[src/boardtime_pkg.sv]
package boardtime_pkg;

	// sample clock timestamp width
	localparam int STAMP_W = 64;

	// mixer coefficient bank
	localparam int COEF_N = 64;
	localparam int COEF_W = 32;
	localparam int COEF_AW = $clog2(COEF_N);

	// sysref rising edges before the timebase runs
	localparam int SYSREF_EDGES = 4;
	localparam int EDGE_W = $clog2(SYSREF_EDGES + 1);
	localparam logic [EDGE_W-1:0] EDGE_DONE = EDGE_W'(SYSREF_EDGES);

	// dsp reset stretch in dspclk cycles
	localparam int RESET_HOLD = 4;
	localparam int HOLD_W = $clog2(RESET_HOLD);
	localparam logic [HOLD_W-1:0] HOLD_LAST = HOLD_W'(RESET_HOLD - 1);

	// tx start bit to rx stamp, zero delay loop
	localparam int LINK_LAT = 3;
	localparam int LINK_CW = $clog2(STAMP_W + 1);
	localparam logic [LINK_CW-1:0] LINK_BITS = LINK_CW'(STAMP_W);

	// register word addresses
	localparam logic [7:0] REG_CTRL = 8'd0;
	localparam logic [7:0] REG_STATUS = 8'd1;
	localparam logic [7:0] REG_CORR_L = 8'd2;
	localparam logic [7:0] REG_CORR_H = 8'd3;
	localparam logic [7:0] REG_TRIG_L = 8'd4;
	localparam logic [7:0] REG_TRIG_H = 8'd5;
	localparam logic [7:0] REG_CNT_L = 8'd6;
	localparam logic [7:0] REG_CNT_H = 8'd7;
	localparam logic [7:0] REG_LINK_GO = 8'd8;
	localparam logic [7:0] REG_TXST_L = 8'd9;
	localparam logic [7:0] REG_TXST_H = 8'd10;
	localparam logic [7:0] REG_RXST_L = 8'd11;
	localparam logic [7:0] REG_RXST_H = 8'd12;
	localparam logic [7:0] REG_RXPL_L = 8'd13;
	localparam logic [7:0] REG_RXPL_H = 8'd14;
	// coefficient window, one word per coefficient
	localparam logic [7:0] REG_COEF_BASE = 8'd64;

	// wishbone classic, word addressed
	typedef struct packed {
		logic cyc;
		logic stb;
		logic we;
		logic [7:0] adr;
		logic [31:0] dat;
	} wb_req_t;

	typedef struct packed {
		logic ack;
		logic [31:0] dat;
	} wb_rsp_t;

	typedef struct packed {
		logic arm;
		logic corr_sel;
		logic [STAMP_W-1:0] corr;
		logic [STAMP_W-1:0] trig;
	} time_cfg_t;

	// tx_go is a single cycle send request
	typedef struct packed {
		logic tx_en;
		logic tx_go;
	} link_cfg_t;

	typedef struct packed {
		logic rx_valid;
		logic [STAMP_W-1:0] tx_stamp;
		logic [STAMP_W-1:0] rx_stamp;
		logic [STAMP_W-1:0] rx_payload;
	} link_stat_t;

	typedef struct packed {
		logic we;
		logic [COEF_AW-1:0] addr;
		logic [COEF_W-1:0] data;
	} coef_wr_t;

endpackage

[src/sysref_timebase.sv]
`timescale 1ns/100ps

module sysref_timebase (
	input  logic dspclk,
	input  logic rst,
	input  logic sysref,
	input  boardtime_pkg::time_cfg_t time_cfg,
	output logic [boardtime_pkg::STAMP_W-1:0] count,
	output logic ready,
	output logic start
);
	logic [1:0] sysref_s;
	logic sysref_rise;
	logic [boardtime_pkg::EDGE_W-1:0] edge_cnt;
	logic [boardtime_pkg::STAMP_W-1:0] raw_cnt;
	logic [boardtime_pkg::STAMP_W-1:0] corr_cnt;

	// sysref sampled twice
	// edge taken between the two flops
	assign sysref_rise = sysref_s[0] && !sysref_s[1];

	always_ff @(posedge dspclk) begin
		if (rst) begin
			sysref_s <= '0;
			edge_cnt <= '0;
			ready <= 1'b0;
		end else begin
			sysref_s <= {sysref_s[0], sysref};
			// count edges only while armed
			// saturates at the ready threshold
			if (time_cfg.arm && sysref_rise && (edge_cnt != boardtime_pkg::EDGE_DONE)) begin
				edge_cnt <= edge_cnt + 1'b1;
			end
			// sticky until reset
			if (edge_cnt == boardtime_pkg::EDGE_DONE) begin
				ready <= 1'b1;
			end
		end
	end

	// free running sample counter once ready
	always_ff @(posedge dspclk) begin
		if (rst) begin
			raw_cnt <= '0;
		end else if (ready) begin
			raw_cnt <= raw_cnt + 1'b1;
		end
	end

	// corrected count lags raw by one cycle
	always_ff @(posedge dspclk) begin
		corr_cnt <= raw_cnt + time_cfg.corr;
	end

	assign count = time_cfg.corr_sel ? corr_cnt : raw_cnt;

	// start compare
	// held off until the timebase is ready
	always_ff @(posedge dspclk) begin
		if (rst) begin
			start <= 1'b0;
		end else begin
			start <= ready && (count >= time_cfg.trig);
		end
	end

endmodule

[config.mk]
export PLATFORM = sky130hd
export DESIGN_NAME = sysref_timebase
export DESIGN_NICKNAME = d
export VERILOG_FILES = /design/src/boardtime_pkg.sv /design/src/sysref_timebase.sv
export SDC_FILE = /design/constraint.sdc
export NUM_CORES = 1
export LEC_CHECK = 0
export ABC_AREA = 1
export BUFFER_PORTS_ARGS = -buffer_cell sky130_fd_sc_hd__buf_2
export CAP_MARGIN = 10
export CORE_MARGIN = 4
export CORE_UTILIZATION = 50
export CTS_CLUSTER_DIAMETER = 40
export DETAILED_ROUTE_END_ITERATION = 10
export PLACE_DENSITY = 0.72
export SLEW_MARGIN = 20
export SYNTH_ARGS = -nofsm -noshare
export SYNTH_HDL_FRONTEND = slang
export SYNTH_SLANG_ARGS = --single-unit
[constraint.sdc]
create_clock -name dspclk -period 6.6 [get_ports dspclk]
set_input_delay 1.32 -clock dspclk [delete_from_list [all_inputs] [get_ports dspclk]]
set_output_delay 1.32 -clock dspclk [all_outputs]
set_load 0.005 [all_outputs]
==> run_results.csv <==
group,metric,value,unit
cts,cts.repair.resized,0,
cts,post_cts_buffers,0,
grt,grt-busiest-layer,"met2",
critical_path,worstPathRequired,5.28,ns
critical_path,start_kind,"primary input",
synth,seq_area_frac_synth,19.9,%
die,die_y,173,um
timing,period_share,63.8,%
power_and_ir_drop,p_sw,0.000638,W
timing,setup_viol,0,
die,io_pins,199,
die,rows,60,
power_and_ir_drop,comb_power_share,15.3,%
die,die_area,0.0298,sq mm
route,viasPerCell,5.27,
cts,cts_sinks,135,
critical_path,crit_buf_inv,3,
grt,antenna_found_initial,2,
synth,yosys_register_bits,135,
timing,relSlewSlack,44.2,%
cts,path_clk_slew,0.07,ns
grt,grt_use_met2,52.2,%
timing,final_hold_viol_count,0,
synth,synthCells,2361,
grt,grt_overflow,0,
worst_hold_path,hp-class,"reg2reg",
route,drt_iter0_drc,1468,
critical_path,crit_path_max_fanout,82,
grt,first_global_vias,14354,
timing,setup_slack,2.39,ns
synth,synth-edff-count,0,
timing,skew,0.0171,ns
placed_design,gp_congestion,1.01,
critical_path,regToRegEndpoint,"corr_cnt[30]",
worst_hold_path,holdPathEnd,"sysref_s[1]",
cts,cts_buffers,17,
power_and_ir_drop,power.density,135,mW/mm^2
power_and_ir_drop,internal-power,0.00146,W
placed_design,place_ws,2.42,ns
power_and_ir_drop,pwr-share-clk,44.3,%
route,dr.pass1.iters,6,
power_and_ir_drop,peakVddDrop,0.173,mV
die,die_w,173,um
timing,setup_tns,0,ns
critical_path,r2r_cells,11,
power_and_ir_drop,leakage,8.86,nW
critical_path,cp_slowest_cell,"buf_4",
synth,syn-num-nets,2625,
power_and_ir_drop,swShare,30.5,%
final_layout,areaGrowthSynthToFinish,14.2,%
worst_hold_path,hp-start,"sysref_s[0]",
critical_path,worstReg2RegStart,"raw_cnt[0]",
grt,grt_pass1_wl,78200,um
synth,async_reset_ff_share,0,%
timing,min_period,4.21,ns
synth,synth_cell_type_count,40,
outcome,status,"complete, no violations",
grt,grtUsageTotal,33.5,%
power_and_ir_drop,seq_power_share,40.4,%
critical_path,crit_arrival,2.89,ns
timing,rsz0062_at_grt,"no",
cts,cts_buffer_depth,2,
timing,fmax,238,MHz
grt,grt_use_met3,4.79,%
grt,met1_usage,48.0,%
worst_hold_path,holdPathStages,2,
cts,htree_num_levels,4,
route,drc,0,
run,cap_violations,0,
synth,yosysWarnings,0,
critical_path,criticalPathCategory,"in2out",
route,post_drt_wl_per_cell,17.9,um
final_layout,drive_gt1_share,11.7,%
route,drtAntennaViolNets,0,
critical_path,reg2reg_setup_slack,3.81,ns
cts,postCtsHoldBufs,0,
critical_path,cp_common_cell,"buf_4",
critical_path,cp-end-kind,"primary output",
timing,slew_viol_final,0,
synth,syn_area,0.0136,sq mm
final_layout,insertedDiodeCount,0,
grt,grt_max_degree,83,
cts,root_buffer,"clkbuf_16",
placed_design,hpwl,44800,um
cts,clock_latency,0.43,ns
final_layout,nNetsFinal,2823,
route,wl,52100,um
placed_design,port_buffers,198,
route,vias,15356,
synth,syn_area_per_cell,5.75,sq um
die,coreArea,0.0268,sq mm
timing,tightest_slew,0.837,ns
critical_path,crit_chain,"buf_4 > buf_4 > mux2_2 > buf_2",
critical_path,slowest_delay,0.55,ns
cts,cts_tree,"yes",
die,initial_core_util,50.6,%
synth,synthFlopType,"dfxtp_1",
critical_path,crit_family,"buffers and inverters",
==> flip-flops by register name, indices dropped and copies added, names as in the netlist <==
| name | count |
|---|---|
| corr_cnt | 64 |
| raw_cnt | 64 |
| edge_cnt | 3 |
| sysref_s | 2 |
| ready | 1 |
| start | 1 |
==> per-stage QoR <==
stage / std cells / area, sq um / util, % / hold WS (ns) / power (W)
after global placement: 2881 / 14900 / 55.7 / 0.419 / 0.00117
after global routing: 2913 / 15500 / 57.8 / 0.463 / 0.00217
after detailed placement: 2881 / 14900 / 55.7 / 0.423 / 0.00118
after floorplan: 2361 / 13600 / - / 0.411 / 0.00105
after CTS: 2913 / 15500 / 57.8 / 0.428 / 0.00209
final: 2913 / 15500 / 57.8 / 0.429 / 0.00209
==> power groups by stage <==
| stage | Clock, W | Combinational (W) | Sequential (W) |
|---|---|---|---|
| 2_1_floorplan | 0 | 0.000185 | 0.000860 |
| 4_1_cts | 0.000925 | 0.000317 | 0.000846 |
| 5_1_grt | 0.000959 | 0.000361 | 0.000848 |
| 6_report | 0.000927 | 0.000321 | 0.000847 |
| 3_3_place_gp | 0 | 0.000308 | 0.000865 |
| 3_5_place_dp | 0 | 0.000315 | 0.000865 |
==> cell usage after synthesis (all sizes together) (21+ instances only) <==
| cell | n | share of area, % |
|---|---|---|
| nand2 | 810 | 23 |
| ha | 130 | 12 |
| dfxtp | 135 | 20 |
| a21oi | 125 | 4.6 |
| nand3 | 124 | 5.0 |
| nor2 | 250 | 7.8 |
| inv | 477 | 13 |
| nand4 | 29 | 1.3 |
| clkbuf | 21 | 0.59 |
| o21ai | 106 | 3.9 |
| xor2 | 55 | 3.6 |
| nor3 | 45 | 2.0 |
==> layout by cell type (no fill, tap or decap), types with 4 or more instances in the layout <==
master,count
inv_2,4
buf_4,4
nor4_1,4
nor2_1,224
clkbuf_16,17
nor3_2,6
mux2_2,11
ha_1,130
inv_6,4
nand3b_1,8
nand4_1,29
nand2_2,5
o21ai_0,101
nor3_1,37
nand2_1,802
xor2_1,55
nand3_2,7
o21bai_1,10
inv_1,473
a21oi_1,125
o21ai_1,4
nand3_1,115
nor2_4,8
nor2_2,17
buf_2,197
dfxtp_1,135
o21a_1,6
==> logic make-up after synthesis <==
family	synth area share [%]
xor+xnor	3.55
flops	19.9
fa+ha+maj	12.1
compound gates	9.77
mux	0.913
buf+inv	13.8
simple gates	39.9
==> final cells by class <==
cell class                      instances  area [sq um]
Fill cell                            2805         11300
Multi-Input combinational cell       1727          8990
Sequential cell                       135          2700
Inverter                              477          1790
Timing Repair Buffer                  201          1020
Clock buffer                           18           429
Tap cell                              341           427
Clock inverter                         14           134
==> routing by layer <==
metal / share of wire [%] / wire, um
met4: 3.1 / 1590
met2: 43 / 22400
met1: 44 / 22800
met5: 0 / 0
met3: 10 / 5190
==> worst max path at each step <==
stage | endpoint | cells after the start | startpoint
after floorplan | count[12] | 5 | time_cfg[128]
after global placement | start | 12 | time_cfg[128]
after detailed placement | start | 12 | time_cfg[128]
after CTS | count[47] | 4 | time_cfg[128]
after global routing | count[57] | 4 | time_cfg[128]
final | count[57] | 4 | time_cfg[128]
==> worst reg2reg max path, cell delays in order (launching register included) <==
cell and delay, ns:
dfxtp_1 0.47, ha_1 0.48, fa_1 0.38, nand3_1 0.13
nand3_2 0.14, nand2_1 0.07, nand2_1 0.18, nand2_1 0.07
nand2_1 0.14, nand2_1 0.07, nand2_1 0.18, xor2_1 0.35
Note: power is estimated with default switching activity, not from simulation.
