**src/boardtime_pkg.sv**
```systemverilog
package boardtime_pkg;

	// sample clock timestamp width
	localparam int STAMP_W = 64;

	// mixer coefficient bank
	localparam int COEF_N = 64;
	localparam int COEF_W = 32;
	localparam int COEF_AW = $clog2(COEF_N);

	// sysref rising edges before the timebase runs
	localparam int SYSREF_EDGES = 4;
	localparam int EDGE_W = $clog2(SYSREF_EDGES + 1);
	localparam logic [EDGE_W-1:0] EDGE_DONE = EDGE_W'(SYSREF_EDGES);

	// dsp reset stretch in dspclk cycles
	localparam int RESET_HOLD = 4;
	localparam int HOLD_W = $clog2(RESET_HOLD);
	localparam logic [HOLD_W-1:0] HOLD_LAST = HOLD_W'(RESET_HOLD - 1);

	// tx start bit to rx stamp, zero delay loop
	localparam int LINK_LAT = 3;
	localparam int LINK_CW = $clog2(STAMP_W + 1);
	localparam logic [LINK_CW-1:0] LINK_BITS = LINK_CW'(STAMP_W);

	// register word addresses
	localparam logic [7:0] REG_CTRL = 8'd0;
	localparam logic [7:0] REG_STATUS = 8'd1;
	localparam logic [7:0] REG_CORR_L = 8'd2;
	localparam logic [7:0] REG_CORR_H = 8'd3;
	localparam logic [7:0] REG_TRIG_L = 8'd4;
	localparam logic [7:0] REG_TRIG_H = 8'd5;
	localparam logic [7:0] REG_CNT_L = 8'd6;
	localparam logic [7:0] REG_CNT_H = 8'd7;
	localparam logic [7:0] REG_LINK_GO = 8'd8;
	localparam logic [7:0] REG_TXST_L = 8'd9;
	localparam logic [7:0] REG_TXST_H = 8'd10;
	localparam logic [7:0] REG_RXST_L = 8'd11;
	localparam logic [7:0] REG_RXST_H = 8'd12;
	localparam logic [7:0] REG_RXPL_L = 8'd13;
	localparam logic [7:0] REG_RXPL_H = 8'd14;
	// coefficient window, one word per coefficient
	localparam logic [7:0] REG_COEF_BASE = 8'd64;

	// wishbone classic, word addressed
	typedef struct packed {
		logic cyc;
		logic stb;
		logic we;
		logic [7:0] adr;
		logic [31:0] dat;
	} wb_req_t;

	typedef struct packed {
		logic ack;
		logic [31:0] dat;
	} wb_rsp_t;

	typedef struct packed {
		logic arm;
		logic corr_sel;
		logic [STAMP_W-1:0] corr;
		logic [STAMP_W-1:0] trig;
	} time_cfg_t;

	// tx_go is a single cycle send request
	typedef struct packed {
		logic tx_en;
		logic tx_go;
	} link_cfg_t;

	typedef struct packed {
		logic rx_valid;
		logic [STAMP_W-1:0] tx_stamp;
		logic [STAMP_W-1:0] rx_stamp;
		logic [STAMP_W-1:0] rx_payload;
	} link_stat_t;

	typedef struct packed {
		logic we;
		logic [COEF_AW-1:0] addr;
		logic [COEF_W-1:0] data;
	} coef_wr_t;

endpackage

```
**src/stamp_link.sv**
```systemverilog
`timescale 1ns/100ps

module stamp_link (
	input  logic dspclk,
	input  logic rst,
	input  boardtime_pkg::link_cfg_t link_cfg,
	input  logic [boardtime_pkg::STAMP_W-1:0] count,
	output logic sync_tx,
	output logic sync_en,
	input  logic sync_rx,
	output boardtime_pkg::link_stat_t link_stat
);
	logic tx_start;
	logic [boardtime_pkg::LINK_CW-1:0] tx_cnt;
	logic [boardtime_pkg::STAMP_W-1:0] tx_sh;
	logic [boardtime_pkg::STAMP_W-1:0] tx_stamp;
	logic [1:0] rx_s;
	logic [boardtime_pkg::LINK_CW-1:0] rx_cnt;
	logic [boardtime_pkg::STAMP_W-1:0] rx_sh;
	logic [boardtime_pkg::STAMP_W-1:0] rx_stamp;
	logic [boardtime_pkg::STAMP_W-1:0] rx_payload;
	logic rx_valid;

	// go is dropped mid frame or with tx disabled
	assign tx_start = (tx_cnt == '0) && link_cfg.tx_go && link_cfg.tx_en;

	// transmitter
	// tx_cnt holds payload bits still to send
	always_ff @(posedge dspclk) begin
		if (rst) begin
			tx_cnt <= '0;
			sync_tx <= 1'b0;
			sync_en <= 1'b0;
		end else begin
			sync_en <= link_cfg.tx_en;
			if (tx_cnt != '0) begin
				sync_tx <= tx_sh[boardtime_pkg::STAMP_W-1];
				tx_cnt <= tx_cnt - 1'b1;
			end else if (tx_start) begin
				sync_tx <= 1'b1;
				tx_cnt <= boardtime_pkg::LINK_BITS;
			end else begin
				sync_tx <= 1'b0;
			end
		end
	end

	// msb first shift
	// stamp taken with the start bit
	always_ff @(posedge dspclk) begin
		if (tx_cnt != '0) begin
			tx_sh <= {tx_sh[boardtime_pkg::STAMP_W-2:0], 1'b0};
		end else if (tx_start) begin
			tx_sh <= count;
			tx_stamp <= count;
		end
	end

	// receiver control
	// start bit seen on the second sync flop
	always_ff @(posedge dspclk) begin
		if (rst) begin
			rx_s <= '0;
			rx_cnt <= '0;
			rx_valid <= 1'b0;
		end else begin
			rx_s <= {rx_s[0], sync_rx};
			if (rx_cnt != '0) begin
				rx_cnt <= rx_cnt - 1'b1;
				if (rx_cnt == 1'b1) begin
					rx_valid <= 1'b1;
				end
			end else if (rx_s[1]) begin
				rx_cnt <= boardtime_pkg::LINK_BITS;
				rx_valid <= 1'b0;
			end
		end
	end

	// receive shift and captures
	always_ff @(posedge dspclk) begin
		if (rx_cnt != '0) begin
			rx_sh <= {rx_sh[boardtime_pkg::STAMP_W-2:0], rx_s[1]};
			// last bit completes the payload
			if (rx_cnt == 1'b1) begin
				rx_payload <= {rx_sh[boardtime_pkg::STAMP_W-2:0], rx_s[1]};
			end
		end else if (rx_s[1]) begin
			rx_stamp <= count;
		end
	end

	assign link_stat = '{
		rx_valid: rx_valid,
		tx_stamp: tx_stamp,
		rx_stamp: rx_stamp,
		rx_payload: rx_payload
	};

endmodule

```
**config.mk**
```make
export PLATFORM = sky130hd
export DESIGN_NAME = stamp_link
export DESIGN_NICKNAME = d
export VERILOG_FILES = /design/src/boardtime_pkg.sv /design/src/stamp_link.sv
export SDC_FILE = /design/constraint.sdc
export NUM_CORES = 1
export LEC_CHECK = 0
export ABC_CLOCK_PERIOD_IN_PS = 5900
export BUFFER_PORTS_ARGS = -buffer_cell sky130_fd_sc_hd__buf_4
export CAP_MARGIN = 40
export CORE_MARGIN = 10
export CORE_UTILIZATION = 40
export DETAILED_ROUTE_END_ITERATION = 10
export HOLD_SLACK_MARGIN = 0.06
export SYNTH_ARGS = -nofsm -noshare
export SYNTH_HDL_FRONTEND = slang
export SYNTH_SLANG_ARGS = --single-unit
```
**constraint.sdc**
```tcl
create_clock -name dspclk -period 5.9 [get_ports dspclk]
set_input_delay 1.475 -clock dspclk [delete_from_list [all_inputs] [get_ports dspclk]]
set_output_delay 1.475 -clock dspclk [all_outputs]
set_load 0.02 [all_outputs]
```
==> flow_metrics.py <==
metrics = {
    "status": {
        "status": "complete, no violations",
    },
    "power_and_ir_drop": {
        "power_leakage_nw": 5.54,
        "power_frac_clock": 0.267,
        "powerDensity_nw_per_um2": 533,
        "comb_power_share": 0.237,
        "design_power_total_mw": 8.04,
        "pwr-share-seq": 0.496,
        "p_switching_mw": 2.48,
        "power.share.switching": 0.308,
        "p_int_mw": 5.56,
        "ir_drop_mv": 0.242,
    },
    "grt": {
        "overflow": 0,
        "grt_pass1_wl_um": 39500,
        "globalRouteTotalUtil": 0.138,
        "grt_max_degree": 65,
        "antenna_found_initial": 0,
        "grt_pass1_vias": 6741,
    },
    "worst_setup_path": {
        "crit_path_end_kind": "flop",
        "critical_path_peak_fanout": 38,
        "cp.required_ps": 6040,
        "crit_arrival_ps": 2970,
        "setup.worst_path.class": "reg -> reg",
        "start_kind": "flop",
    },
    "sta": {
        "timing.hold.ws_ps": 421,
        "skew_ps": 7.02,
        "period_minus_slack_ps": 2830,
        "slew_viol_final": 0,
        "period_share": 0.480,
        "rsz0062_at_grt": "false",
        "layout_setup_ws_ps": 3070,
        "setup_viol": 0,
        "slew_headroom": 0.477,
        "finalHoldViolations": 0,
        "clock.fmax_mhz": 353,
        "worstMarginPinSlew_ps": 785,
        "tns_ps": 0,
    },
    "placed_design": {
        "hpwl_um": 17600,
        "placedCellCount": 1278,
        "io_buffers": 263,
        "place_congestion": 0.749,
        "dp_slack_ps": 2640,
    },
    "route": {
        "drtIter0Drc": 463,
        "wl_per_cell_um": 19.3,
        "vias": 6568,
        "drt_pass1_iterations": 7,
        "drc": 0,
        "wirelength_um": 25800,
        "ant_nets": 0,
        "via_per_inst": 4.91,
    },
    "cts": {
        "clockBufferDepth": 3,
        "clkTransAtPathRegs_ps": 60,
        "numCtsBuffers": 36,
        "worst_skew_pair.late_latency_ps": 500,
        "post_cts_buffers": 0,
        "hold_buffers": 0,
        "cts_resized": 0,
        "htreeDepth": 2,
        "clock-sinks": 338,
        "root_buffer": "clkbuf_16",
        "cts_tree": "built",
    },
    "synthesis": {
        "yosysUniqueCellTypes": 40,
        "syn_inst": 653,
        "synthArstFlopShare": 0,
        "synth_flop_cell": "edfxtp_1",
        "syn-num-nets": 726,
        "avgSynthCellArea_um2": 17.7,
        "yosysTopAreaCell": "edfxtp_1",
        "synth-edff-count": 318,
        "syn_area_um2": 11500,
        "ys_ff_latch": 338,
        "synth-seq-area-share": 0.862,
        "yosysTopAreaCellShare": 0.827,
        "yosysWarnings": 0,
        "ys_top_cells_by_area": "edfxtp_1, dfxtp_1, o21ai_1",
    },
    "floorplan": {
        "rows": 62,
        "io_pins": 264,
        "die_w_um": 190,
        "die_h_um": 190,
        "dieArea_um2": 36100,
        "start_util": 0.403,
        "coreArea_um2": 28600,
    },
    "final_layout": {
        "area_delta_synth_final_pct": 30.8,
        "finalNonFillerCells": 1339,
        "final_cell_mix": "edfxtp_1, buf_4, o21ai_1, nand2_1, o21ai_0",
        "layout_commonest_cell": "edfxtp_1",
        "num_antenna_cells": 0,
        "multi_input_area_um2": 1450,
        "ff_latch_area_um2": 9950,
        "layout.nets": 1005,
        "drive_gt1_frac": 0.351,
        "fill_cells": 2369,
    },
    "run": {
        "cap_violations": 0,
    },
    "hold_path": {
        "hp-class": "reg -> reg",
    },
}
==> area by class of cell <==
type,count,share of cell area
Sequential cell,338,0.659
Multi-Input combinational cell,273,0.0958
Tap cell,384,0.0318
Clock buffer,42,0.0626
Inverter,10,0.00249
Clock inverter,19,0.0113
Timing Repair Buffer,273,0.137
==> worst max-delay path, stage by stage (launching register included) <==
cell,delay (ps)
dfxtp_1,350
inv_1,70
ha_1,270
nor3b_2,480
nand3_1,200
inv_2,520
buf_4,560
==> through the flow <==
stage               instance area, µm²  utilization
floorplan                        11500            -
global placement                 14000        0.488
detailed placement               14000        0.489
CTS                              15100        0.527
global route                     15100        0.527
finish                           15100        0.527
==> registers in the layout, indices dropped and copies added, names as in the netlist <==
| signal | count |
|---|---|
| rx_valid | 1 |
| rx_cnt | 7 |
| sync_en | 1 |
| sync_tx | 1 |
| tx_stamp | 64 |
| rx_stamp | 64 |
| tx_sh | 64 |
| rx_sh | 63 |
| rx_s | 2 |
| tx_cnt | 7 |
| rx_payload | 64 |
==> kinds of logic (layout without fill, tap and decap cells) <==
kind of cell    after synthesis  count (layout)  share of synthesized area
flops                       338             338                      0.862
fa+ha+maj                     4               4                    0.00434
simple gates                109             109                     0.0445
compound gates              159             159                     0.0728
mux                           1               1                   0.000975
buf+inv                      42             344                     0.0154
==> power by group through the flow <==
stage / combinational (mW) / sequential [mW] / clock (mW)
after floorplan: 1.05 / 4.19 / 0
after global placement: 1.90 / 4.02 / 0
after detailed placement: 1.95 / 4.04 / 0
after CTS: 1.95 / 4.00 / 2.20
after global routing: 2.15 / 4.06 / 2.29
final: 1.91 / 3.99 / 2.14
==> per-layer routing <==
| metal | part of all wire | GRT usage | routed length [µm] |
|---|---|---|---|
| met1 | 0.43 | 0.179 | 11000 |
| met3 | 0.12 | 0.0652 | 3030 |
| met2 | 0.44 | 0.203 | 11400 |
| met5 | 0 | 0 | 0 |
| met4 | 0.017 | 0.0382 | 447 |
==> path summary, 6_finish.rpt <==
| path | from | to | slack [ps] | depth (start not counted) |
|---|---|---|---|---|
| worst min register to register | rx_sh[62] | rx_payload[63] | 420 | 0 |
| worst max-delay path | rx_cnt[0] | rx_stamp[31] | 3070 | 6 |
| worst max register to register | rx_cnt[0] | rx_stamp[31] | 3070 | 6 |
| worst min-delay path | rx_sh[62] | rx_payload[63] | 420 | 0 |
==> cell usage after synthesis, types with 2 or more instances <==
cell,n
nand3_1,5
dfxtp_1,20
nand4b_1,2
or4_1,2
nand2b_1,4
edfxtp_1,318
o21ai_1,70
o31ai_1,2
nor2b_1,6
nor3_1,2
nand2_1,71
ha_1,4
a21o_1,4
nand4_1,2
a211o_1,2
o211ai_1,2
buf_6,2
or3_1,2
o21ai_0,59
inv_1,10
clkbuf_1,27
a21oi_1,14
nor2_1,6
Note: power is estimated with default switching activity, not from simulation.
