<file path="src/boardtime_pkg.sv">
package boardtime_pkg;

	// sample clock timestamp width
	localparam int STAMP_W = 64;

	// mixer coefficient bank
	localparam int COEF_N = 64;
	localparam int COEF_W = 32;
	localparam int COEF_AW = $clog2(COEF_N);

	// sysref rising edges before the timebase runs
	localparam int SYSREF_EDGES = 4;
	localparam int EDGE_W = $clog2(SYSREF_EDGES + 1);
	localparam logic [EDGE_W-1:0] EDGE_DONE = EDGE_W'(SYSREF_EDGES);

	// dsp reset stretch in dspclk cycles
	localparam int RESET_HOLD = 4;
	localparam int HOLD_W = $clog2(RESET_HOLD);
	localparam logic [HOLD_W-1:0] HOLD_LAST = HOLD_W'(RESET_HOLD - 1);

	// tx start bit to rx stamp, zero delay loop
	localparam int LINK_LAT = 3;
	localparam int LINK_CW = $clog2(STAMP_W + 1);
	localparam logic [LINK_CW-1:0] LINK_BITS = LINK_CW'(STAMP_W);

	// register word addresses
	localparam logic [7:0] REG_CTRL = 8'd0;
	localparam logic [7:0] REG_STATUS = 8'd1;
	localparam logic [7:0] REG_CORR_L = 8'd2;
	localparam logic [7:0] REG_CORR_H = 8'd3;
	localparam logic [7:0] REG_TRIG_L = 8'd4;
	localparam logic [7:0] REG_TRIG_H = 8'd5;
	localparam logic [7:0] REG_CNT_L = 8'd6;
	localparam logic [7:0] REG_CNT_H = 8'd7;
	localparam logic [7:0] REG_LINK_GO = 8'd8;
	localparam logic [7:0] REG_TXST_L = 8'd9;
	localparam logic [7:0] REG_TXST_H = 8'd10;
	localparam logic [7:0] REG_RXST_L = 8'd11;
	localparam logic [7:0] REG_RXST_H = 8'd12;
	localparam logic [7:0] REG_RXPL_L = 8'd13;
	localparam logic [7:0] REG_RXPL_H = 8'd14;
	// coefficient window, one word per coefficient
	localparam logic [7:0] REG_COEF_BASE = 8'd64;

	// wishbone classic, word addressed
	typedef struct packed {
		logic cyc;
		logic stb;
		logic we;
		logic [7:0] adr;
		logic [31:0] dat;
	} wb_req_t;

	typedef struct packed {
		logic ack;
		logic [31:0] dat;
	} wb_rsp_t;

	typedef struct packed {
		logic arm;
		logic corr_sel;
		logic [STAMP_W-1:0] corr;
		logic [STAMP_W-1:0] trig;
	} time_cfg_t;

	// tx_go is a single cycle send request
	typedef struct packed {
		logic tx_en;
		logic tx_go;
	} link_cfg_t;

	typedef struct packed {
		logic rx_valid;
		logic [STAMP_W-1:0] tx_stamp;
		logic [STAMP_W-1:0] rx_stamp;
		logic [STAMP_W-1:0] rx_payload;
	} link_stat_t;

	typedef struct packed {
		logic we;
		logic [COEF_AW-1:0] addr;
		logic [COEF_W-1:0] data;
	} coef_wr_t;

endpackage

</file>
<file path="src/wb_cfg_regs.sv">
`timescale 1ns/100ps

module wb_cfg_regs (
	input  logic dspclk,
	input  logic rst,
	input  boardtime_pkg::wb_req_t wb_req,
	output boardtime_pkg::wb_rsp_t wb_rsp,
	output boardtime_pkg::time_cfg_t time_cfg,
	output boardtime_pkg::link_cfg_t link_cfg,
	output boardtime_pkg::coef_wr_t coef_wr,
	output logic [boardtime_pkg::COEF_AW-1:0] coef_rd_addr,
	input  logic [boardtime_pkg::COEF_W-1:0] coef_rd_data,
	input  logic [boardtime_pkg::STAMP_W-1:0] count,
	input  logic ready,
	input  logic start,
	input  boardtime_pkg::link_stat_t link_stat,
	output logic dsp_reset
);
	logic ack_r;
	logic acc;
	logic wr;
	logic rd;
	logic in_win;
	logic coef_sel_r;
	logic dsp_strobe;
	logic [31:0] rd_mux;
	logic [31:0] rd_dat_r;
	logic [31:0] cnt_hi_snap;
	logic [boardtime_pkg::HOLD_W-1:0] hold_cnt;

	// new access only when ack was low last cycle
	assign acc = wb_req.cyc && wb_req.stb && !ack_r;
	assign wr = acc && wb_req.we;
	assign rd = acc && !wb_req.we;
	// 64 word coefficient window
	assign in_win = (wb_req.adr >= boardtime_pkg::REG_COEF_BASE)
		&& (wb_req.adr < boardtime_pkg::REG_COEF_BASE + boardtime_pkg::COEF_N);
	// ctrl bit 3 strobes the dsp reset
	assign dsp_strobe = wr && (wb_req.adr == boardtime_pkg::REG_CTRL) && wb_req.dat[3];

	// coef write lands on the ack edge
	assign coef_wr = '{
		we: wr && in_win,
		addr: wb_req.adr[boardtime_pkg::COEF_AW-1:0],
		data: wb_req.dat
	};
	// bank read is registered, valid during ack
	assign coef_rd_addr = wb_req.adr[boardtime_pkg::COEF_AW-1:0];

	assign wb_rsp = '{ack: ack_r, dat: coef_sel_r ? coef_rd_data : rd_dat_r};

	// readback select
	always_comb begin
		rd_mux = '0;
		case (wb_req.adr)
			boardtime_pkg::REG_CTRL: begin
				rd_mux[2:0] = {link_cfg.tx_en, time_cfg.corr_sel, time_cfg.arm};
			end
			boardtime_pkg::REG_STATUS: begin
				rd_mux[2:0] = {link_stat.rx_valid, start, ready};
			end
			boardtime_pkg::REG_CORR_L: rd_mux = time_cfg.corr[31:0];
			boardtime_pkg::REG_CORR_H: rd_mux = time_cfg.corr[63:32];
			boardtime_pkg::REG_TRIG_L: rd_mux = time_cfg.trig[31:0];
			boardtime_pkg::REG_TRIG_H: rd_mux = time_cfg.trig[63:32];
			boardtime_pkg::REG_CNT_L: rd_mux = count[31:0];
			// high half from the snapshot taken with the low read
			boardtime_pkg::REG_CNT_H: rd_mux = cnt_hi_snap;
			boardtime_pkg::REG_TXST_L: rd_mux = link_stat.tx_stamp[31:0];
			boardtime_pkg::REG_TXST_H: rd_mux = link_stat.tx_stamp[63:32];
			boardtime_pkg::REG_RXST_L: rd_mux = link_stat.rx_stamp[31:0];
			boardtime_pkg::REG_RXST_H: rd_mux = link_stat.rx_stamp[63:32];
			boardtime_pkg::REG_RXPL_L: rd_mux = link_stat.rx_payload[31:0];
			boardtime_pkg::REG_RXPL_H: rd_mux = link_stat.rx_payload[63:32];
			default: rd_mux = '0;
		endcase
	end

	// ack, config registers and the send pulse
	always_ff @(posedge dspclk) begin
		if (rst) begin
			ack_r <= 1'b0;
			coef_sel_r <= 1'b0;
			time_cfg <= '0;
			link_cfg <= '0;
		end else begin
			ack_r <= acc;
			coef_sel_r <= rd && in_win;
			link_cfg.tx_go <= wr && (wb_req.adr == boardtime_pkg::REG_LINK_GO);
			if (wr) begin
				case (wb_req.adr)
					boardtime_pkg::REG_CTRL: begin
						time_cfg.arm <= wb_req.dat[0];
						time_cfg.corr_sel <= wb_req.dat[1];
						link_cfg.tx_en <= wb_req.dat[2];
					end
					boardtime_pkg::REG_CORR_L: time_cfg.corr[31:0] <= wb_req.dat;
					boardtime_pkg::REG_CORR_H: time_cfg.corr[63:32] <= wb_req.dat;
					boardtime_pkg::REG_TRIG_L: time_cfg.trig[31:0] <= wb_req.dat;
					boardtime_pkg::REG_TRIG_H: time_cfg.trig[63:32] <= wb_req.dat;
					default: ;
				endcase
			end
		end
	end

	// read data and count snapshot
	always_ff @(posedge dspclk) begin
		if (rd) begin
			rd_dat_r <= rd_mux;
		end
		if (rd && (wb_req.adr == boardtime_pkg::REG_CNT_L)) begin
			cnt_hi_snap <= count[63:32];
		end
	end

	// dsp reset stretcher
	// high from the strobe edge for RESET_HOLD cycles
	always_ff @(posedge dspclk) begin
		if (rst) begin
			hold_cnt <= '0;
			dsp_reset <= 1'b1;
		end else if (dsp_strobe) begin
			hold_cnt <= boardtime_pkg::HOLD_LAST;
			dsp_reset <= 1'b1;
		end else if (hold_cnt != '0) begin
			hold_cnt <= hold_cnt - 1'b1;
		end else begin
			dsp_reset <= 1'b0;
		end
	end

endmodule

</file>
<file path="config.mk">
export PLATFORM = sky130hd
export DESIGN_NAME = wb_cfg_regs
export DESIGN_NICKNAME = d
export VERILOG_FILES = /design/src/boardtime_pkg.sv /design/src/wb_cfg_regs.sv
export SDC_FILE = /design/constraint.sdc
export NUM_CORES = 1
export LEC_CHECK = 0
export BUFFER_PORTS_ARGS = -buffer_cell sky130_fd_sc_hd__buf_4
export CAP_MARGIN = 10
export CORE_AREA = 5 5 210 212
export DETAILED_ROUTE_END_ITERATION = 12
export DIE_AREA = 0 0 215 217
export PLACE_DENSITY = 0.54
export SKIP_CTS_REPAIR_TIMING = 1
export SYNTH_ARGS = -nofsm -noshare
export SYNTH_HDL_FRONTEND = slang
export SYNTH_SLANG_ARGS = --single-unit
</file>
<file path="constraint.sdc">
create_clock -name dspclk -period 7.02 [get_ports dspclk]
set_input_delay 0.702 -clock dspclk [delete_from_list [all_inputs] [get_ports dspclk]]
set_output_delay 0.702 -clock dspclk [all_outputs]
set_load 0.03 [all_outputs]
</file>
==> results of run 1 <==
per-stage QoR:
step                util (%)  hold WS (ns)  worst slack (ns)  area (um^2)
CTS                    38.25        0.2997             3.593        15970
global route           38.27        0.3100             3.431        15980
floorplan                  -        0.5127             3.404        10850
finish                 38.29        0.3247             3.466        15990
global placement       36.10        0.4540             3.026        15080
detailed placement     36.13        0.4643             3.007        15090
metal layers:
metal	routed length (um)	track usage [%]	vias to the layer above
met5	41	0	-
met1	30080	39.53	6030
met3	6061	5.295	82
met2	32010	45.27	699
met4	1263	4.993	6
li1	-	-	5429
kinds of logic after synthesis:
kind of cell | Yosys count | synth area share (%)
AO/OA/AOI/OAI | 338 | 19.92
XOR/XNOR | 1 | 0.08075
adder cells (fa/ha/maj) | 1 | 0.1153
buffers and inverters | 155 | 7.543
flip-flops | 201 | 43.00
multiplexers | 98 | 10.42
AND/OR/NAND/NOR | 466 | 18.93
final timing paths:
path                              from                   endpoint  slack (ns)  depth (start not counted)
min                          count[52]  cnt_hi_snap[20]$_DFFE_PP_        0.32                          1
max reg2reg           ack_r$_SDFF_PP0_   cnt_hi_snap[4]$_DFFE_PP_        4.16                          3
max                         wb_req[35]      rd_dat_r[2]$_DFFE_PP_        3.47                          6
min reg2reg  time_cfg[39]$_SDFFE_PP0P_  time_cfg[39]$_SDFFE_PP0P_        0.47                          2
state kept, by name (all words and copies together) (netlist names):
register     count
hold_cnt         2
dsp_reset        1
link_cfg         2
cnt_hi_snap     32
coef_sel_r       1
ack_r            1
rd_dat_r        32
time_cfg       130
placed cells by master, fill, tap and decap left out, types with 6 or more instances in the layout:
| cell type | n |
|---|---|
| buf_4 | 571 |
| nand2_1 | 307 |
| a21oi_1 | 156 |
| dfxtp_1 | 137 |
| edfxtp_1 | 64 |
| mux2_2 | 49 |
| a22oi_1 | 42 |
| mux2i_1 | 42 |
| nor2_1 | 40 |
| clkbuf_16 | 30 |
| nand3_1 | 27 |
| o21ai_0 | 25 |
| and3_1 | 24 |
| o22ai_1 | 15 |
| a32oi_1 | 14 |
| a221oi_1 | 14 |
| nor3_1 | 13 |
| a22o_1 | 13 |
| o211ai_1 | 11 |
| a31oi_1 | 10 |
| mux4_2 | 7 |
| diode_2 | 6 |
| clkinv_2 | 6 |
Yosys cell counts (27+ instances only):
master / count
nand2_1: 307
a21oi_1: 156
dfxtp_1: 137
edfxtp_1: 64
clkbuf_1: 52
mux2_2: 49
buf_4: 48
nor2_1: 45
a22oi_1: 42
mux2i_1: 42
buf_2: 39
nand3_1: 27
power by group through the flow:
stage | clock network (mW) | logic [mW] | registers, mW
6_report | 1.40 | 0.464 | 1.22
5_1_grt | 1.47 | 0.489 | 1.22
3_5_place_dp | 0 | 0.461 | 1.24
4_1_cts | 1.42 | 0.463 | 1.22
2_1_floorplan | 0 | 0.202 | 1.24
3_3_place_gp | 0 | 0.456 | 1.24
critical path, cell delays in order:
cell and delay, ns:
buf_4 0.45, buf_4 0.75, mux2i_1 0.44, nor2_1 0.07, a2111oi_0 1.11, o211ai_1 0.20
cell type report:
type / count / area (um^2)
multi-input combinational: 904 / 5433
clock buffer: 35 / 789.5
fill: 4376 / 25770
antenna: 6 / 15.01
sequential: 201 / 4664
timing repair buffer: 572 / 4298
inverter: 5 / 18.77
clock inverter: 13 / 96.34
tap: 539 / 674.4
==> flow_summary.json, run 1 <==
{
  "syn_area_per_cell_um2": 8.609,
  "hpwl_um": 52930,
  "grt_pass1_wl_um": 95590,
  "clockRootBuffer": "clkbuf_16",
  "syn_nets": 1597,
  "slew_headroom_pct": 10.72,
  "antenna_found_initial": 9,
  "worst_pin_slew_ns": 1.305,
  "synth_top_area_share_pct": 25.28,
  "core_area_um2": 41760,
  "synthCells": 1260,
  "clkPwrFrac_pct": 45.4,
  "worstSetupStartpointType": "input pin",
  "drive_gt1_share_pct": 39.94,
  "place_inst": 2221,
  "p_leak_nw": 6.391,
  "clock_latency_ns": 0.55,
  "die_h_um": 217,
  "clockBufferDepth": 3,
  "ys_types": 64,
  "fin_crit_sh_pct": 50.62,
  "synth_edf_count": 64,
  "row_count": 75,
  "maxCapViolations": 0,
  "synth_area_um2": 10850,
  "nets": 2047,
  "hold_viol": 0,
  "yosys.area.top_type": "dfxtp_1",
  "ios": 547,
  "irDropWorstVdd_v": 0.0001678,
  "holdCritPathClass": "in -> reg",
  "status": "finished, final reports clean",
  "period_minus_slack_ns": 3.554,
  "dieArea_um2": 46660,
  "setup_viol": 0,
  "firstDrtPassIters": 5,
  "ys_seq_area_share_pct": 43.00,
  "cp.required_ns": 7.24,
  "vias": 12250,
  "pwr-share-comb_pct": 15.1,
  "yosysWarnings": 0,
  "worst-path-max-fanout": 54,
  "clkSinkCount": 201,
  "areaGrowthSynthToFinish_pct": 47.39,
  "p_seq_share_pct": 39.5,
  "fin_skew_ns": 0.009057,
  "swShare_pct": 27.04,
  "portBuffers": 546,
  "wl_per_cell_um": 30.53,
  "yosys-top-cells-area": "dfxtp_1 (25%), edfxtp_1 (18%), nand2_1 (11%)",
  "p_int_mw": 2.249,
  "cts_htree_levels": 1,
  "synthFlopType": "dfxtp_1",
  "crit_path_end_kind": "flip-flop",
  "power_mw": 3.082,
  "slew_viol_final": 0,
  "grtUsageTotal_pct": 27.96,
  "post-route-drc-count": 0,
  "gp_congestion": 0.9127,
  "synthArstFlopShare_pct": 0,
  "grt_pass1_vias": 11970,
  "switching_power_mw": 0.8333,
  "tns_ns": 0,
  "grt-ovfl-total": 0,
  "synth_seq_cells": 201,
  "die_w_um": 215,
  "cts_tree": "yes",
  "max_freq_ghz": 0.2814,
  "viasPerCell": 5.383,
  "path_clk_slew_ns": 0.06,
  "grt_setup_unrepaired": "no",
  "arrival_ns": 3.78,
  "layout.cells.non_filler": 2275,
  "wl_um": 69460,
  "drt_iter0_markers": 1304,
  "ant_nets": 0,
  "cts_inserted_buffers": 26,
  "grt_max_degree": 74,
  "powerDensity_nw_per_um2": 192.8,
  "criticalPathCategory": "in -> reg",
  "initial_utilization_pct": 25.98
}
Power figures use the tool's default switching activity.
==> inputs of run 2 (changes only) <==
Settings changed: CORE_AREA 5 5 210 212 to 5 5 211 213, DIE_AREA 0 0 215 217 to 0 0 216 218.
Clock period 7.02 ns to 3.72 ns, I/O delays scaled along.
==> run 2 against run 1 <==
  * Global-route usage barely moved
  * Critical path type unchanged
  * Clock-buffer cell count rose by 3
  * Via count rose by 1.4%
  * Clock skew rose by 0.0016 ns
  * Register-to-register slack got worse by 2.5 ns
  * Largest cell class unchanged
==> flow_summary.json, run 2 (same netlist as run 1, synthesis figures left out) <==
{
  "largest-register": "time_cfg",
  "placed_area_um2": 15380,
  "core_area_um2": 42510,
  "gp_congestion": 0.9150,
  "cp_cell_sequence": "buf_4 > or4_1 > nor2_1 > a21boi_0 > or4_1",
  "final_common_cell": "buf_4",
  "multi_input_area_um2": 5429,
  "cp.required_ns": 4.13,
  "reg.largest.list": "time_cfg (130), cnt_hi_snap (32), rd_dat_r (32)",
  "dieArea_um2": 47090,
  "crit_slowest_cell": "or4_1",
  "hold_viol": 0,
  "clockBufferDepth": 3,
  "cp_num_buf_inv": 1,
  "ios": 547,
  "die_h_um": 218,
  "firstDrtPassIters": 5,
  "p_int_mw": 4.260,
  "areaGrowthSynthToFinish_pct": 52.91,
  "fin_ws_ns": 1.348,
  "arrival_ns": 2.79,
  "clock_latency_ns": 0.55,
  "clkPwrFrac_pct": 44.6,
  "criticalPathCategory": "in -> reg",
  "grt_pass1_wl_um": 94970,
  "grt-ovfl-total": 0,
  "status": "finished, final reports clean",
  "grt_pass1_vias": 12040,
  "cts_htree_levels": 1,
  "p_leak_nw": 6.680,
  "cts_tree": "yes",
  "ant_nets": 0,
  "antenna_found_initial": 10,
  "cpPeakStageDelay_ns": 0.90,
  "reg2reg_slack_ns": 1.71,
  "fin_skew_ns": 0.01069,
  "cts_inserted_buffers": 26,
  "ff_latch_area_um2": 4664,
  "holdCritPathClass": "in -> reg",
  "crit_path_end_kind": "flip-flop",
  "grt_setup_unrepaired": "no",
  "initial_utilization_pct": 25.52,
  "drive_gt1_share_pct": 40.20,
  "slew_viol_final": 0,
  "p_seq_share_pct": 39.3,
  "worst_pin_slew_ns": 0.8847,
  "grt_max_degree": 71,
  "maxCapViolations": 0,
  "hpwl_um": 53930,
  "design_area_um2": 16590,
  "max_freq_ghz": 0.4216,
  "min_path_cells": 1,
  "path_clk_slew_ns": 0.06,
  "switching_power_mw": 1.586,
  "clockRootBuffer": "clkbuf_16",
  "tns_ns": 0,
  "post-place-ws_ns": 0.6369,
  "reg2regPathDepth": 3,
  "reg2reg_to": "rd_dat_r[19]$_DFFE_PP_",
  "hold_end": "cnt_hi_snap[11]$_DFFE_PP_",
  "hold_slack_ns": 0.03256,
  "path_common_cell": "or4_1",
  "post-route-drc-count": 0,
  "period_minus_slack_ns": 2.372,
  "drt_iter0_markers": 1201,
  "slew_headroom_pct": 41.02,
  "powerDensity_nw_per_um2": 352.5,
  "fin_crit_sh_pct": 63.77,
  "row_count": 76,
  "nets": 2104,
  "hp-start": "count[43]",
  "worstSetupStartpointType": "input pin",
  "viasPerCell": 5.307,
  "die_w_um": 216,
  "worst-path-max-fanout": 13,
  "crit_family": "simple AND/OR/NAND/NOR gates",
  "clkSinkCount": 201,
  "r2r_start": "time_cfg[83]$_SDFFE_PP0P_",
  "wl_per_cell_um": 30.09,
  "pwr-share-comb_pct": 16.1,
  "swShare_pct": 27.13,
  "grtUsageTotal_pct": 27.94,
  "irDropWorstVdd_v": 0.0003861,
  "utilization_pct": 39.02,
  "largest_reg_flops": 130,
  "fill_cells": 4414,
  "vias": 12410,
  "portBuffers": 546,
  "final_cell_mix": "buf_4 (588), nand2_1 (307), a21oi_1 (156), dfxtp_1 (137), edfxtp_1 (64)",
  "wl_um": 70380,
  "setup_viol": 0
}
-- run 2: cell count changes in the layout (fill, tap and decap cells not counted), sizes merged --
cell,change
inv,+2
diode,+1
clkinv,-6
clkbuf,+4
dlygate4sd3,+31
buf,+25
-- run 2: power by group through the flow --
stage,Clock (mW),Combinational [mW],Sequential [mW]
after floorplan,0,0.382,2.35
after global placement,0,0.899,2.35
after detailed placement,0,0.908,2.35
after CTS,2.65,0.910,2.30
after global routing,2.73,0.985,2.30
final,2.61,0.940,2.30
-- run 2: worst max path at each step --
stage	from	endpoint	slack, ns	cells after the start
global placement	wb_req[36]	rd_dat_r[2]$_DFFE_PP_	0.70	6
detailed placement	wb_req[36]	rd_dat_r[2]$_DFFE_PP_	0.64	6
finish	wb_req[37]	rd_dat_r[24]$_DFFE_PP_	1.35	5
floorplan	ack_r$_SDFF_PP0_	cnt_hi_snap[0]$_DFFE_PP_	0.43	3
CTS	wb_req[36]	rd_dat_r[2]$_DFFE_PP_	1.22	6
global route	wb_req[37]	rd_dat_r[2]$_DFFE_PP_	1.33	7
-- run 2: stage by stage --
stage	total power, mW	std cells
3_3_place_gp	3.247	2252
6_report	5.847	2339
3_5_place_dp	3.255	2253
2_1_floorplan	2.730	1260
5_1_grt	6.019	2338
4_1_cts	5.855	2300
-- run 2: metal layers --
metal	track usage, %	up-vias	routed length, um
met5	0	-	41
met3	9.010	125	6893
li1	-	5540	-
met1	36.68	5992	29010
met2	43.36	750	31810
met4	9.943	6	2620
-- run 2: final cells by class --
cell class | instances | area share, %
Tap cell | 546 | 4.119
Clock inverter | 9 | 0.5205
Clock buffer | 38 | 4.745
Sequential cell | 201 | 28.12
Inverter | 5 | 0.1131
Multi-Input combinational cell | 904 | 32.73
Antenna cell | 7 | 0.1056
Timing Repair Buffer | 629 | 29.55
